<file path="config.mk">
export PLATFORM = sky130hd
export DESIGN_NAME = pool_top
export DESIGN_NICKNAME = d
export VERILOG_FILES = /design/src/common/pool_pkg.sv /design/src/verilog/pool_top.sv /design/src/pool/pool_3x3.sv /design/src/pool/window_gather.sv /design/src/verilog/block_throttle.sv /design/src/verilog/pipe_fifo.sv
export VERILOG_INCLUDE_DIRS = /design/src /design/src/common
export SDC_FILE = /design/constraint.sdc
export NUM_CORES = 2
export LEC_CHECK = 0
export ABC_AREA = 0
export BUFFER_PORTS_ARGS = -buffer_cell sky130_fd_sc_hd__buf_2
export CAP_MARGIN = 5
export CORE_ASPECT_RATIO = 0.8
export CORE_UTILIZATION = 35
export DETAILED_ROUTE_END_ITERATION = 10
export SETUP_SLACK_MARGIN = 0.3
export SLEW_MARGIN = 20
export SYNTH_ARGS = -nofsm -noshare
export SYNTH_HDL_FRONTEND = slang
export SYNTH_SLANG_ARGS = --single-unit
export TNS_END_PERCENT = 20
</file>
<file path="constraint.sdc">
create_clock -name okClk -period 9.1 [get_ports okClk]
set_input_delay 0.91 -clock okClk [delete_from_list [all_inputs] [get_ports okClk]]
set_output_delay 0.91 -clock okClk [all_outputs]
set_load 0.005 [all_outputs]
</file>
<file path="src/common/pool_cfg.svh">
`ifndef POOL_CFG_SVH
`define POOL_CFG_SVH

// Entries in each pipe FIFO
`define POOL_FIFO_DEPTH 32

// Width of the FIFO fill counts
`define POOL_FIFO_CNT_W 6

// Words per host block
`define POOL_BLOCK_SIZE 4

// Margin for count update latency
`define POOL_HEADROOM 2

// Registered stages in the comparison tree
`define POOL_LATENCY 4

`endif
</file>
<file path="src/common/pool_pkg.sv">
package pool_pkg;

	// Signed 16-bit feature-map element
	typedef logic signed [15:0] pool_elem_t;

	// 32-bit host pipe word with the element in its low half
	typedef logic [31:0] pipe_word_t;

	// 3x3 window in raster order, row 0 first
	typedef pool_elem_t pool_window_t [9];

	// --------------------------------------------------
	// Helpers shared by the gatherer and the core
	// --------------------------------------------------

	// Element carried by a pipe word
	function automatic pool_elem_t pipe_elem(input pipe_word_t word);
		return pool_elem_t'(word[15:0]);  // High half is don't care
	endfunction

	// Signed maximum of two elements
	function automatic pool_elem_t elem_max(
		input pool_elem_t a,
		input pool_elem_t b
	);
		pool_elem_t m;
		if (a > b) begin
			m = a;
		end else begin
			m = b;  // Ties keep b, value is the same
		end
		return m;
	endfunction

endpackage

</file>
<file path="src/verilog/pool_top.sv">
`include "pool_cfg.svh"

module pool_top (
	input  logic okClk,
	input  logic arst_n,
	input  logic pi_write,
	input  pool_pkg::pipe_word_t pi_data,
	output logic pipe_in_ready,
	output logic pipe_in_full,
	input  logic po_read,
	output pool_pkg::pool_elem_t po_data,
	output logic pipe_out_ready,
	output logic pipe_out_empty
);

	import pool_pkg::*;

	pipe_word_t in_data;
	logic in_empty;
	logic in_pop;
	logic [`POOL_FIFO_CNT_W-1:0] in_count;
	logic [`POOL_FIFO_CNT_W-1:0] out_count;
	logic win_valid;
	pool_window_t win_data;
	logic res_valid;
	pool_elem_t res_data;

	// --------------------------------------------------
	// Host pipe FIFOs
	// --------------------------------------------------
	pipe_fifo #(
		.payload_t (pipe_word_t),
		.DEPTH     (`POOL_FIFO_DEPTH)
	) i_in_fifo (
		.okClk   (okClk),
		.arst_n  (arst_n),
		.wr_en   (pi_write),
		.wr_data (pi_data),
		.rd_en   (in_pop),
		.rd_data (in_data),
		.empty   (in_empty),
		.full    (pipe_in_full),
		.count   (in_count)
	);

	pipe_fifo #(
		.payload_t (pool_elem_t),
		.DEPTH     (`POOL_FIFO_DEPTH)
	) i_out_fifo (
		.okClk   (okClk),
		.arst_n  (arst_n),
		.wr_en   (res_valid),
		.wr_data (res_data),
		.rd_en   (po_read),
		.rd_data (po_data),
		.empty   (pipe_out_empty),
		.full    (),  // Never reached, the gatherer holds back
		.count   (out_count)
	);

	block_throttle i_throttle (
		.okClk          (okClk),
		.arst_n         (arst_n),
		.in_count       (in_count),
		.out_count      (out_count),
		.pipe_in_ready  (pipe_in_ready),
		.pipe_out_ready (pipe_out_ready)
	);

	// --------------------------------------------------
	// Pooling path
	// --------------------------------------------------
	window_gather i_gather (
		.okClk     (okClk),
		.arst_n    (arst_n),
		.in_data   (in_data),
		.in_empty  (in_empty),
		.in_pop    (in_pop),
		.out_count (out_count),
		.win_valid (win_valid),
		.win_data  (win_data)
	);

	pool_3x3 i_pool (
		.okClk     (okClk),
		.arst_n    (arst_n),
		.win_valid (win_valid),
		.win_data  (win_data),
		.res_valid (res_valid),
		.res_data  (res_data)
	);

endmodule

</file>
<file path="src/pool/pool_3x3.sv">
module pool_3x3 (
	input  logic okClk,
	input  logic arst_n,
	input  logic win_valid,
	input  pool_pkg::pool_window_t win_data,
	output logic res_valid,
	output pool_pkg::pool_elem_t res_data
);

	import pool_pkg::*;

	logic [2:0] vld;  // Valid for stages 1 to 3
	pool_elem_t s1 [5];
	pool_elem_t s2 [3];
	pool_elem_t s3 [2];

	// --------------------------------------------------
	// Valid pipeline
	// --------------------------------------------------
	always_ff @(posedge okClk or negedge arst_n) begin
		if (!arst_n) begin
			vld <= 3'b000;
			res_valid <= 1'b0;
		end else begin
			vld <= {vld[1:0], win_valid};
			res_valid <= vld[2];
		end
	end

	// --------------------------------------------------
	// Comparison tree
	// --------------------------------------------------

	// Stage 1 reduces nine to five
	always_ff @(posedge okClk) begin
		if (win_valid) begin
			for (int i = 0; i < 4; i++) begin
				s1[i] <= elem_max(win_data[2*i], win_data[2*i+1]);
			end
			s1[4] <= win_data[8];  // Odd one passes through
		end
	end

	// Stage 2 reduces five to three
	always_ff @(posedge okClk) begin
		if (vld[0]) begin
			s2[0] <= elem_max(s1[0], s1[1]);
			s2[1] <= elem_max(s1[2], s1[3]);
			s2[2] <= s1[4];
		end
	end

	// Stage 3 reduces three to two
	always_ff @(posedge okClk) begin
		if (vld[1]) begin
			s3[0] <= elem_max(s2[0], s2[1]);
			s3[1] <= s2[2];
		end
	end

	// Final stage
	always_ff @(posedge okClk) begin
		if (vld[2]) begin
			res_data <= elem_max(s3[0], s3[1]);
		end
	end

endmodule

</file>
<file path="src/pool/window_gather.sv">
`include "pool_cfg.svh"

module window_gather (
	input  logic okClk,
	input  logic arst_n,
	input  pool_pkg::pipe_word_t in_data,
	input  logic in_empty,
	output logic in_pop,
	input  logic [`POOL_FIFO_CNT_W-1:0] out_count,
	output logic win_valid,
	output pool_pkg::pool_window_t win_data
);

	import pool_pkg::*;

	localparam int CNT_W = `POOL_FIFO_CNT_W;
	localparam int LAT = `POOL_LATENCY;

	logic [3:0] idx;           // Next slot in the window
	logic [CNT_W-1:0] inflight;  // Windows not yet in out_count
	logic [LAT-1:0] ret_sr;      // Credit return delay line
	logic [CNT_W:0] occupied;
	logic credit_ok;
	logic win_start;
	logic win_last;

	// Results already stored plus results on their way
	assign occupied = {1'b0, out_count} + {1'b0, inflight};
	assign credit_ok = (occupied < (CNT_W + 1)'(`POOL_FIFO_DEPTH));

	// A new window needs a credit, an unfinished one always proceeds
	assign in_pop = !in_empty && ((idx != 4'd0) || credit_ok);
	assign win_start = in_pop && (idx == 4'd0);
	assign win_last = in_pop && (idx == 4'd8);

	// --------------------------------------------------
	// Window assembly
	// --------------------------------------------------
	always_ff @(posedge okClk) begin
		if (in_pop) begin
			win_data[idx] <= pipe_elem(in_data);
		end
	end

	always_ff @(posedge okClk or negedge arst_n) begin
		if (!arst_n) begin
			idx <= 4'd0;
			win_valid <= 1'b0;
		end else begin
			win_valid <= win_last;  // Cycle after the ninth pop
			if (win_last) begin
				idx <= 4'd0;
			end else if (in_pop) begin
				idx <= idx + 4'd1;
			end
		end
	end

	// --------------------------------------------------
	// Credits
	// --------------------------------------------------
	// Returned with res_valid, as out_count rises on the same edge
	always_ff @(posedge okClk or negedge arst_n) begin
		if (!arst_n) begin
			ret_sr <= '0;
			inflight <= '0;
		end else begin
			ret_sr <= {ret_sr[LAT-2:0], win_valid};
			inflight <= inflight + CNT_W'(win_start) - CNT_W'(ret_sr[LAT-1]);
		end
	end

endmodule

</file>
<file path="src/verilog/block_throttle.sv">
`include "pool_cfg.svh"

module block_throttle (
	input  logic okClk,
	input  logic arst_n,
	input  logic [`POOL_FIFO_CNT_W-1:0] in_count,
	input  logic [`POOL_FIFO_CNT_W-1:0] out_count,
	output logic pipe_in_ready,
	output logic pipe_out_ready
);

	// Room for one more block, less margin for the late count
	localparam int IN_LIMIT = `POOL_FIFO_DEPTH - `POOL_HEADROOM - `POOL_BLOCK_SIZE;

	// A whole block waiting to be read
	localparam int OUT_LIMIT = `POOL_BLOCK_SIZE;

	// --------------------------------------------------
	// Readiness flags
	// --------------------------------------------------
	always_ff @(posedge okClk or negedge arst_n) begin
		if (!arst_n) begin
			pipe_in_ready <= 1'b0;
			pipe_out_ready <= 1'b0;
		end else begin
			// Input side
			if (int'(in_count) <= IN_LIMIT) begin
				pipe_in_ready <= 1'b1;
			end else begin
				pipe_in_ready <= 1'b0;
			end

			// Output side
			if (int'(out_count) >= OUT_LIMIT) begin
				pipe_out_ready <= 1'b1;
			end else begin
				pipe_out_ready <= 1'b0;
			end
		end
	end

endmodule

</file>
<file path="src/verilog/pipe_fifo.sv">
`include "pool_cfg.svh"

module pipe_fifo #(
	parameter type payload_t = logic [31:0],
	parameter int DEPTH = `POOL_FIFO_DEPTH
) (
	input  logic okClk,
	input  logic arst_n,
	input  logic wr_en,
	input  payload_t wr_data,
	input  logic rd_en,
	output payload_t rd_data,
	output logic empty,
	output logic full,
	output logic [$clog2(DEPTH+1)-1:0] count
);

	localparam int PTR_W = (DEPTH > 1) ? $clog2(DEPTH) : 1;
	localparam int CNT_W = $clog2(DEPTH + 1);

	payload_t mem [DEPTH];
	logic [PTR_W-1:0] wr_ptr;
	logic [PTR_W-1:0] rd_ptr;
	logic do_wr;
	logic do_rd;

	// Wrap at DEPTH, which need not be a power of two
	function automatic logic [PTR_W-1:0] ptr_next(input logic [PTR_W-1:0] ptr);
		logic [PTR_W-1:0] nxt;
		if (ptr == PTR_W'(DEPTH - 1)) begin
			nxt = '0;
		end else begin
			nxt = ptr + 1'b1;
		end
		return nxt;
	endfunction

	assign do_wr = wr_en && !full;   // Overflow write dropped
	assign do_rd = rd_en && !empty;  // Underflow read dropped

	assign empty = (count == '0);
	assign full = (count == CNT_W'(DEPTH));

	// Show-ahead head
	assign rd_data = mem[rd_ptr];

	// --------------------------------------------------
	// Storage
	// --------------------------------------------------
	always_ff @(posedge okClk) begin
		if (do_wr) begin
			mem[wr_ptr] <= wr_data;
		end
	end

	// --------------------------------------------------
	// Pointers and fill count
	// --------------------------------------------------
	always_ff @(posedge okClk or negedge arst_n) begin
		if (!arst_n) begin
			wr_ptr <= '0;
			rd_ptr <= '0;
			count <= '0;
		end else begin
			if (do_wr) begin
				wr_ptr <= ptr_next(wr_ptr);
			end
			if (do_rd) begin
				rd_ptr <= ptr_next(rd_ptr);
			end
			case ({do_wr, do_rd})
				2'b10: count <= count + 1'b1;
				2'b01: count <= count - 1'b1;
				default: count <= count;  // Idle or both at once
			endcase
		end
	end

endmodule

</file>
# [After elaboration in Yosys (flattened, before gate mapping)]
# Memory sizes are Yosys's and may differ from the RTL's.
# Cells that the tools add are included.
# Widths: inputs -> output; s select.
[totals] elab_cells=124 n_memories=5 mem_bits_rw=1696 reg_bits=213 inputBits=36
[mem_list] name="i_in_fifo.mem" words=32 width=32 rd=1 rd_ports_with_merged_regs=0 wr=1 line_no="pipe_fifo.sv:21" source="payload_t mem [DEPTH];"
[mem_list] name="i_out_fifo.mem" words=32 width=16 rd=1 rd_ports_with_merged_regs=0 wr=1 line_no="pipe_fifo.sv:21"
[mem_list] name="i_pool.s1" words=5 width=16 rd=5 rd_ports_with_merged_regs=0 wr=5 line_no="pool_3x3.sv:13" source="pool_elem_t s1 [5];"
[mem_list] name="i_pool.s2" words=3 width=16 rd=3 rd_ports_with_merged_regs=0 wr=3 line_no="pool_3x3.sv:14" source="pool_elem_t s2 [3];"
[mem_list] name="i_pool.s3" words=2 width=16 rd=2 rd_ports_with_merged_regs=0 wr=2 line_no="pool_3x3.sv:15" source="pool_elem_t s3 [2];"
[op_classes] addsub=12 reduce_logical=20 order_cmp=13 mux=38 n_eq_ne=11 n_bitwise=1
[op_table] operator="$mux 16" n=16
[op_table] operator="$bwmux 144" n=1
[op_table] operator="$gt 16x16->1" n=8
[op_table] operator="$demux 16 s4" n=1
[op_table] operator="$pmux 6 s2" n=2
[op_table] operator="$add 5x1->5 const B" n=4
[op_table] operator="$eq 5x5->1 const B" n=4
[op_table] operator="$mux 5" n=4
[op_table] operator="$add 6x1->6 const B" n=2
[op_table] operator="$eq 6x6->1 const B" n=2
[op_table] operator="$logic_not 6->1" n=2
[op_table] operator="$mux 1" n=12
[op_table] operator="$sub 6x1->6 const B" n=2
[op_table] operator="$logic_and 1x1->1" n=8
[op_table] operator="$mux 4" n=2
[op_table] operator="$add 6x6->7" n=1
[op_table] operator="$lt 7x6->1 const B" n=1
[op_table] operator="$add 6x1->6" n=1
[op_table] operator="$ge 6x3->1 const B" n=1
[op_table] operator="$le 6x5->1 const B" n=1
[op_table] operator="$reduce_bool 2->1" n=3
[op_table] operator="$sub 6x1->6" n=1
[op_table] operator="$ge 5x5->1 const B" n=1
[op_table] operator="$lt 5x1->1 const B" n=1
[op_table] operator="other kinds (9)" n=14

# [Logic depth before layout (Yosys ltp)]
[depth] word_depth=7 mapped_depth=18 depth_no_buf=16

# [Hierarchy]
# A second synthesis with hierarchy kept.
[unflattened] hier_cells=4071 area_unflattened_um2=77770.8
[modules_own_cells] module="pipe_fifo at i_in_fifo" seq_area_each_um2=31149.9 cells_each=1823 instances=1 area_per_inst_um2=39754.4
[modules_own_cells] module="pipe_fifo at i_out_fifo" seq_area_each_um2=15775.1 cells_each=991 instances=1 area_per_inst_um2=20738.6
[modules_own_cells] module="pool_3x3" seq_area_each_um2=5385.2 cells_each=1018 instances=1 area_per_inst_um2=11908.9
[modules_own_cells] module="window_gather" seq_area_each_um2=4699.5 cells_each=234 instances=1 area_per_inst_um2=5297.6
[modules_own_cells] module="block_throttle" seq_area_each_um2=50.0 cells_each=5 instances=1 area_per_inst_um2=71.3

# [Worst setup path before layout]
# OpenSTA, ideal clock, no wires.
[synth_path] path_kind="register -> register" start="register i_gather.inflight[1]" end="register i_gather.inflight[4]" setup_slack_ns=5.631 stages_incl_launch_ff=18 required_ns=8.977 synth_period_minus_slack_ns=3.469 arrival_ns=3.347 cell_sequence="dfrtp_1 -> ha_1 -> a31o_2 -> a21o_1 -> a21oi_1 -> o21ai_0 -> nand2b_1 -> buf_4 -> inv_2 -> buf_6 -> and3_1 -> ha_1 -> inv_1 -> fa_1 -> inv_1 -> a21o_1 -> a21oi_1 -> xnor2_1"
[synth_between] elab_chain_cells=7
[synth_lines] item="from (decl)" line_no="window_gather.sv:20" source="logic [CNT_W-1:0] inflight;"
[synth_lines] item="from (signal assigned)" line_no="window_gather.sv:69" source="inflight <= inflight + CNT_W'(win_start) - CNT_W'(ret_sr[LAT-1]);"
[synth_lines] item="$add 6x6->7" line_no="window_gather.sv:28" source="assign occupied = {1'b0, out_count} + {1'b0, inflight};"
[synth_lines] item="$lt 7x6->1" line_no="window_gather.sv:29" source="assign credit_ok = (occupied < (CNT_W + 1)'(`POOL_FIFO_DEPTH));"
[synth_lines] item="$logic_or 1x1->1" line_no="window_gather.sv:32" source="assign in_pop = !in_empty && ((idx != 4'd0) || credit_ok);"
[synth_lines] item="$logic_and 1x1->1" line_no="window_gather.sv:32"
[synth_lines] item="$logic_and 1x1->1" line_no="window_gather.sv:33" source="assign win_start = in_pop && (idx == 4'd0);"
[synth_lines] item="$add 6x1->6 (*)" line_no="window_gather.sv:69"
[synth_lines] item="$sub 6x1->6 (*)" line_no="window_gather.sv:69"
# Every way passes the cells marked *; elsewhere a longest branch is shown, timed or not.
# A chain may end at the register's enable or synchronous reset.

# [Worst setup path in the final report]
[layout_path] start="register i_out_fifo.rd_ptr[1]" end="output po_data[15]"
[layout_between] elab_chain_cells=1
[layout_lines] item="from (decl)" line_no="pipe_fifo.sv:23" source="logic [PTR_W-1:0] rd_ptr;"
[layout_lines] item="from (signal assigned)" line_no="pipe_fifo.sv:69" source="rd_ptr <= ptr_next(rd_ptr);"
[layout_lines] item="$mem_v2 32x16"
[layout_lines] item="to (decl)" line_no="pool_top.sv:11" source="output pool_pkg::pool_elem_t po_data,"
# Every way passes these cells.

==> impl_metrics.env <==
export IMPL_clock_sinks=1393
export IMPL_r2r_end="i_gather.inflight[4]$_DFF_PN0_"
export IMPL_dieArea_um2=163000
export IMPL_synth_seq_area_share_pct=73.6
export IMPL_rsz0062_at_grt="no"
export IMPL_r2r_start="i_gather.inflight[1]$_DFF_PN0_"
export IMPL_required_ns=8.19
export IMPL_initial_utilization_pct=35.3
export IMPL_nets=3125
export IMPL_finalWeightedCongestion=0.761
export IMPL_postCtsSetupRepairBufs=0
export IMPL_cts_root_buf="clkbuf_16"
export IMPL_cp_num_buf_inv=3
export IMPL_via_per_inst=5.03
export IMPL_ys_ff_latch=1393
export IMPL_syn_nets=2963
export IMPL_critical_path_slowest_cell="buf_4"
export IMPL_crit_path_max_fanout=61
export IMPL_outcome="complete, but fails checks"
export IMPL_cts_tree="yes"
export IMPL_ys_types=62
export IMPL_fillers=14100
export IMPL_multi_input_area_um2=13900
export IMPL_route_detailed_drc=6
export IMPL_syn_to_final_growth_pct=13.6
export IMPL_boundaryPins=56
export IMPL_synth_edff_count=1344
export IMPL_ir_worst_vdd_uv=242
export IMPL_setup_tns_ns=0
export IMPL_drv_slew=0
export IMPL_async_flop_share_pct=3.52
export IMPL_yosys_warnings=0
export IMPL_hold_buffers=0
export IMPL_rows=131
export IMPL_cts_resized=0
export IMPL_drtPass1Iterations=8
export IMPL_drt_wirelength_per_cell_um=23.2
export IMPL_r2r_slack_ns=4.95
export IMPL_whs_ns=0.280
export IMPL_coreArea_um2=160000
export IMPL_syn_area_um2=56500
export IMPL_drtIter0Drc=2491
export IMPL_violations="DRC"
export IMPL_synth_top_cell_area_share_pct=71.5
export IMPL_grt_pass1_vias=26600
export IMPL_numPortBuffers=39
export IMPL_hold_path_class="in -> async"
export IMPL_synth_area_top_cells="edfxtp_1, mux4_2, ha_1, mux2_2, dfrtp_1"
export IMPL_cp_arrival_ns=4.52
export IMPL_postSynthCellCount=2757
export IMPL_final_cells=5159
export IMPL_tightest_slew_ns=1.09
export IMPL_clk_pin_slew_ns=0.06
export IMPL_wirelength_um=119000
export IMPL_crit_chain="buf_4 -> buf_4 -> mux4_2 -> mux4_2 -> mux2_2 -> buf_2"
export IMPL_ant_nets=0
export IMPL_maxCapViolCount=0
export IMPL_r2r_cells=15
export IMPL_crit_family="buffers and inverters"
export IMPL_dr_total_vias=26000
export IMPL_end_kind="output pin"
export IMPL_synth_most_common_cell="edfxtp_1"
export IMPL_synthFlopType="edfxtp_1"
export IMPL_fp_dieH_um=361
export IMPL_register_area_um2=41600
export IMPL_max_freq_ghz=0.184
export IMPL_hpwl_um=68400
export IMPL_grt_pass1_wl_um=178000
export IMPL_drive_gt1_share_pct=29.3
export IMPL_cpPeakStageDelay_ns=0.82
export IMPL_place_inst=4904
export IMPL_overflow=0
export IMPL_p_leak_nw=21.3
export IMPL_yosys_top_cells_count="edfxtp_1, mux4_2, inv_1"
export IMPL_clock_path_buffers=3
export IMPL_groute_usage_overall_pct=14.8
export IMPL_cts_buffers=138
export IMPL_path_class="reg -> out"
export IMPL_syn_avg_cell_area_um2=20.5
export IMPL_finalSetupViolCount=0
export IMPL_fin_crit_sh_pct=59.6
export IMPL_htreeDepth=4
export IMPL_cp_start_kind="flip-flop"
export IMPL_die_w_um=451
export IMPL_power_density_nw_per_um2=298
export IMPL_finalHoldViolCount=0
export IMPL_max_slew_margin_pct=27.6
export IMPL_yosys_area_top_type="edfxtp_1"
export IMPL_min_period_ns=5.43
export IMPL_antenna_found_initial=14
export IMPL_grt_max_degree=112
export IMPL_insertion_delay_ns=0.77
export IMPL_fin_skew_ns=0.0323
sequential cells by signal (all words and copies together), names as in the netlist, 6 cells and up:
register,count
i_pool.s1,80
i_gather.win_data,144
i_pool.res_data,16
i_pool.s2,48
i_in_fifo.mem,512
i_out_fifo.mem,512
i_gather.inflight,6
i_out_fifo.count,6
i_in_fifo.count,6
i_pool.s3,32
worst reg2reg max path, cell delays in order, from the launching register on:
cell and delay [ns]:
dfrtp_1 0.42, ha_1 0.31, a31o_2 0.20, a21o_1 0.17
a21oi_1 0.17, o21ai_0 0.22, nand2b_1 0.36, inv_2 0.26
and3_1 0.78, ha_1 0.31, inv_1 0.06, fa_1 0.42
inv_1 0.07, a21o_1 0.10, a21oi_1 0.07, xnor2_1 0.13
cells in the final DEF (no fill, tap or decap), types with 8 or more instances in the layout:
master     synthesis  routed
clkbuf_16          0     141
nand2_1           62      62
ha_1             167     167
edfxtp_1        1344    1344
o21ai_0           34      34
buf_4              5      78
dfrtp_1           49      39
mux2_2           150     150
and3_1            13      13
nor2_2             0      64
a21o_1            30      30
nor3_1             9       8
clkinv_2           0      18
bufinv_16          0       8
nand3_1           14      14
clkinv_1           0      27
nand3b_1           8       8
nand2b_1           8       8
inv_1            170     170
nor2b_1           11      11
buf_2             28      39
clkbuf_1          49      32
mux2_4            10      10
nor2_1            88      24
xnor2_1           11      11
mux4_2           320     320
nand4_1           23      23
a21oi_1           43      43
metrics by stage:
stage          utilization (%)  total power (W)  instance area [um^2]  setup slack [ns]
6_report                  40.1           0.0191                 64200              3.67
5_1_grt                   40.1           0.0200                 64200              3.49
4_1_cts                   40.1           0.0193                 64100              3.61
3_5_place_dp              37.3           0.0137                 59700              4.47
3_3_place_gp              37.3           0.0137                 59700              4.47
2_1_floorplan                -           0.0119                 56500              5.63
how the worst max path moves through the flow:
stage / slack, ns / depth (start not counted) / from / endpoint
after detailed placement: 4.47 / 6 / i_out_fifo.rd_ptr[1]$_DFFE_PN0P_ / po_data[15]
after global placement: 4.47 / 6 / i_out_fifo.rd_ptr[1]$_DFFE_PN0P_ / po_data[3]
final: 3.67 / 6 / i_out_fifo.rd_ptr[1]$_DFFE_PN0P_ / po_data[15]
after floorplan: 5.63 / 17 / i_gather.inflight[1]$_DFF_PN0_ / i_gather.inflight[4]$_DFF_PN0_
after global routing: 3.49 / 6 / i_out_fifo.rd_ptr[1]$_DFFE_PN0P_ / po_data[15]
after CTS: 3.61 / 6 / i_out_fifo.rd_ptr[1]$_DFFE_PN0P_ / po_data[15]
metal layers:
metal,GRT usage [%],vias to the layer above,part of all wire [%]
met4,4.07,18,2.0
met3,3.34,163,6.1
met2,22.6,608,46
met1,21.2,13700,46
li1,-,11500,-
met5,0,-,0.094
cell type report:
class,count,area share [%]
Antenna cell,2,0.00780
Inverter,171,1.00
Timing Repair Buffer,122,1.37
Multi-Input combinational cell,1093,21.7
Sequential cell,1393,64.9
Clock inverter,71,1.05
Tap cell,2128,4.15
Clock buffer,179,5.82
logic make-up after synthesis:
family,synth area share [%]
compound gates,1.96
xor+xnor,0.264
fa+ha+maj,3.81
buf+inv,1.98
flops,73.6
mux,16.1
simple gates,2.31
report_power, final:
part | total (W) | internal (W) | switching [W] | leakage, nW
registers | 0.00845 | 0.00797 | 0.000475 | 12.7
clock network | 0.00557 | 0.00315 | 0.00242 | 2.14
logic | 0.00507 | 0.00229 | 0.00277 | 6.46
total | 0.0191 | 0.0134 | 0.00567 | 21.3
Power figures use the tool's default switching activity.
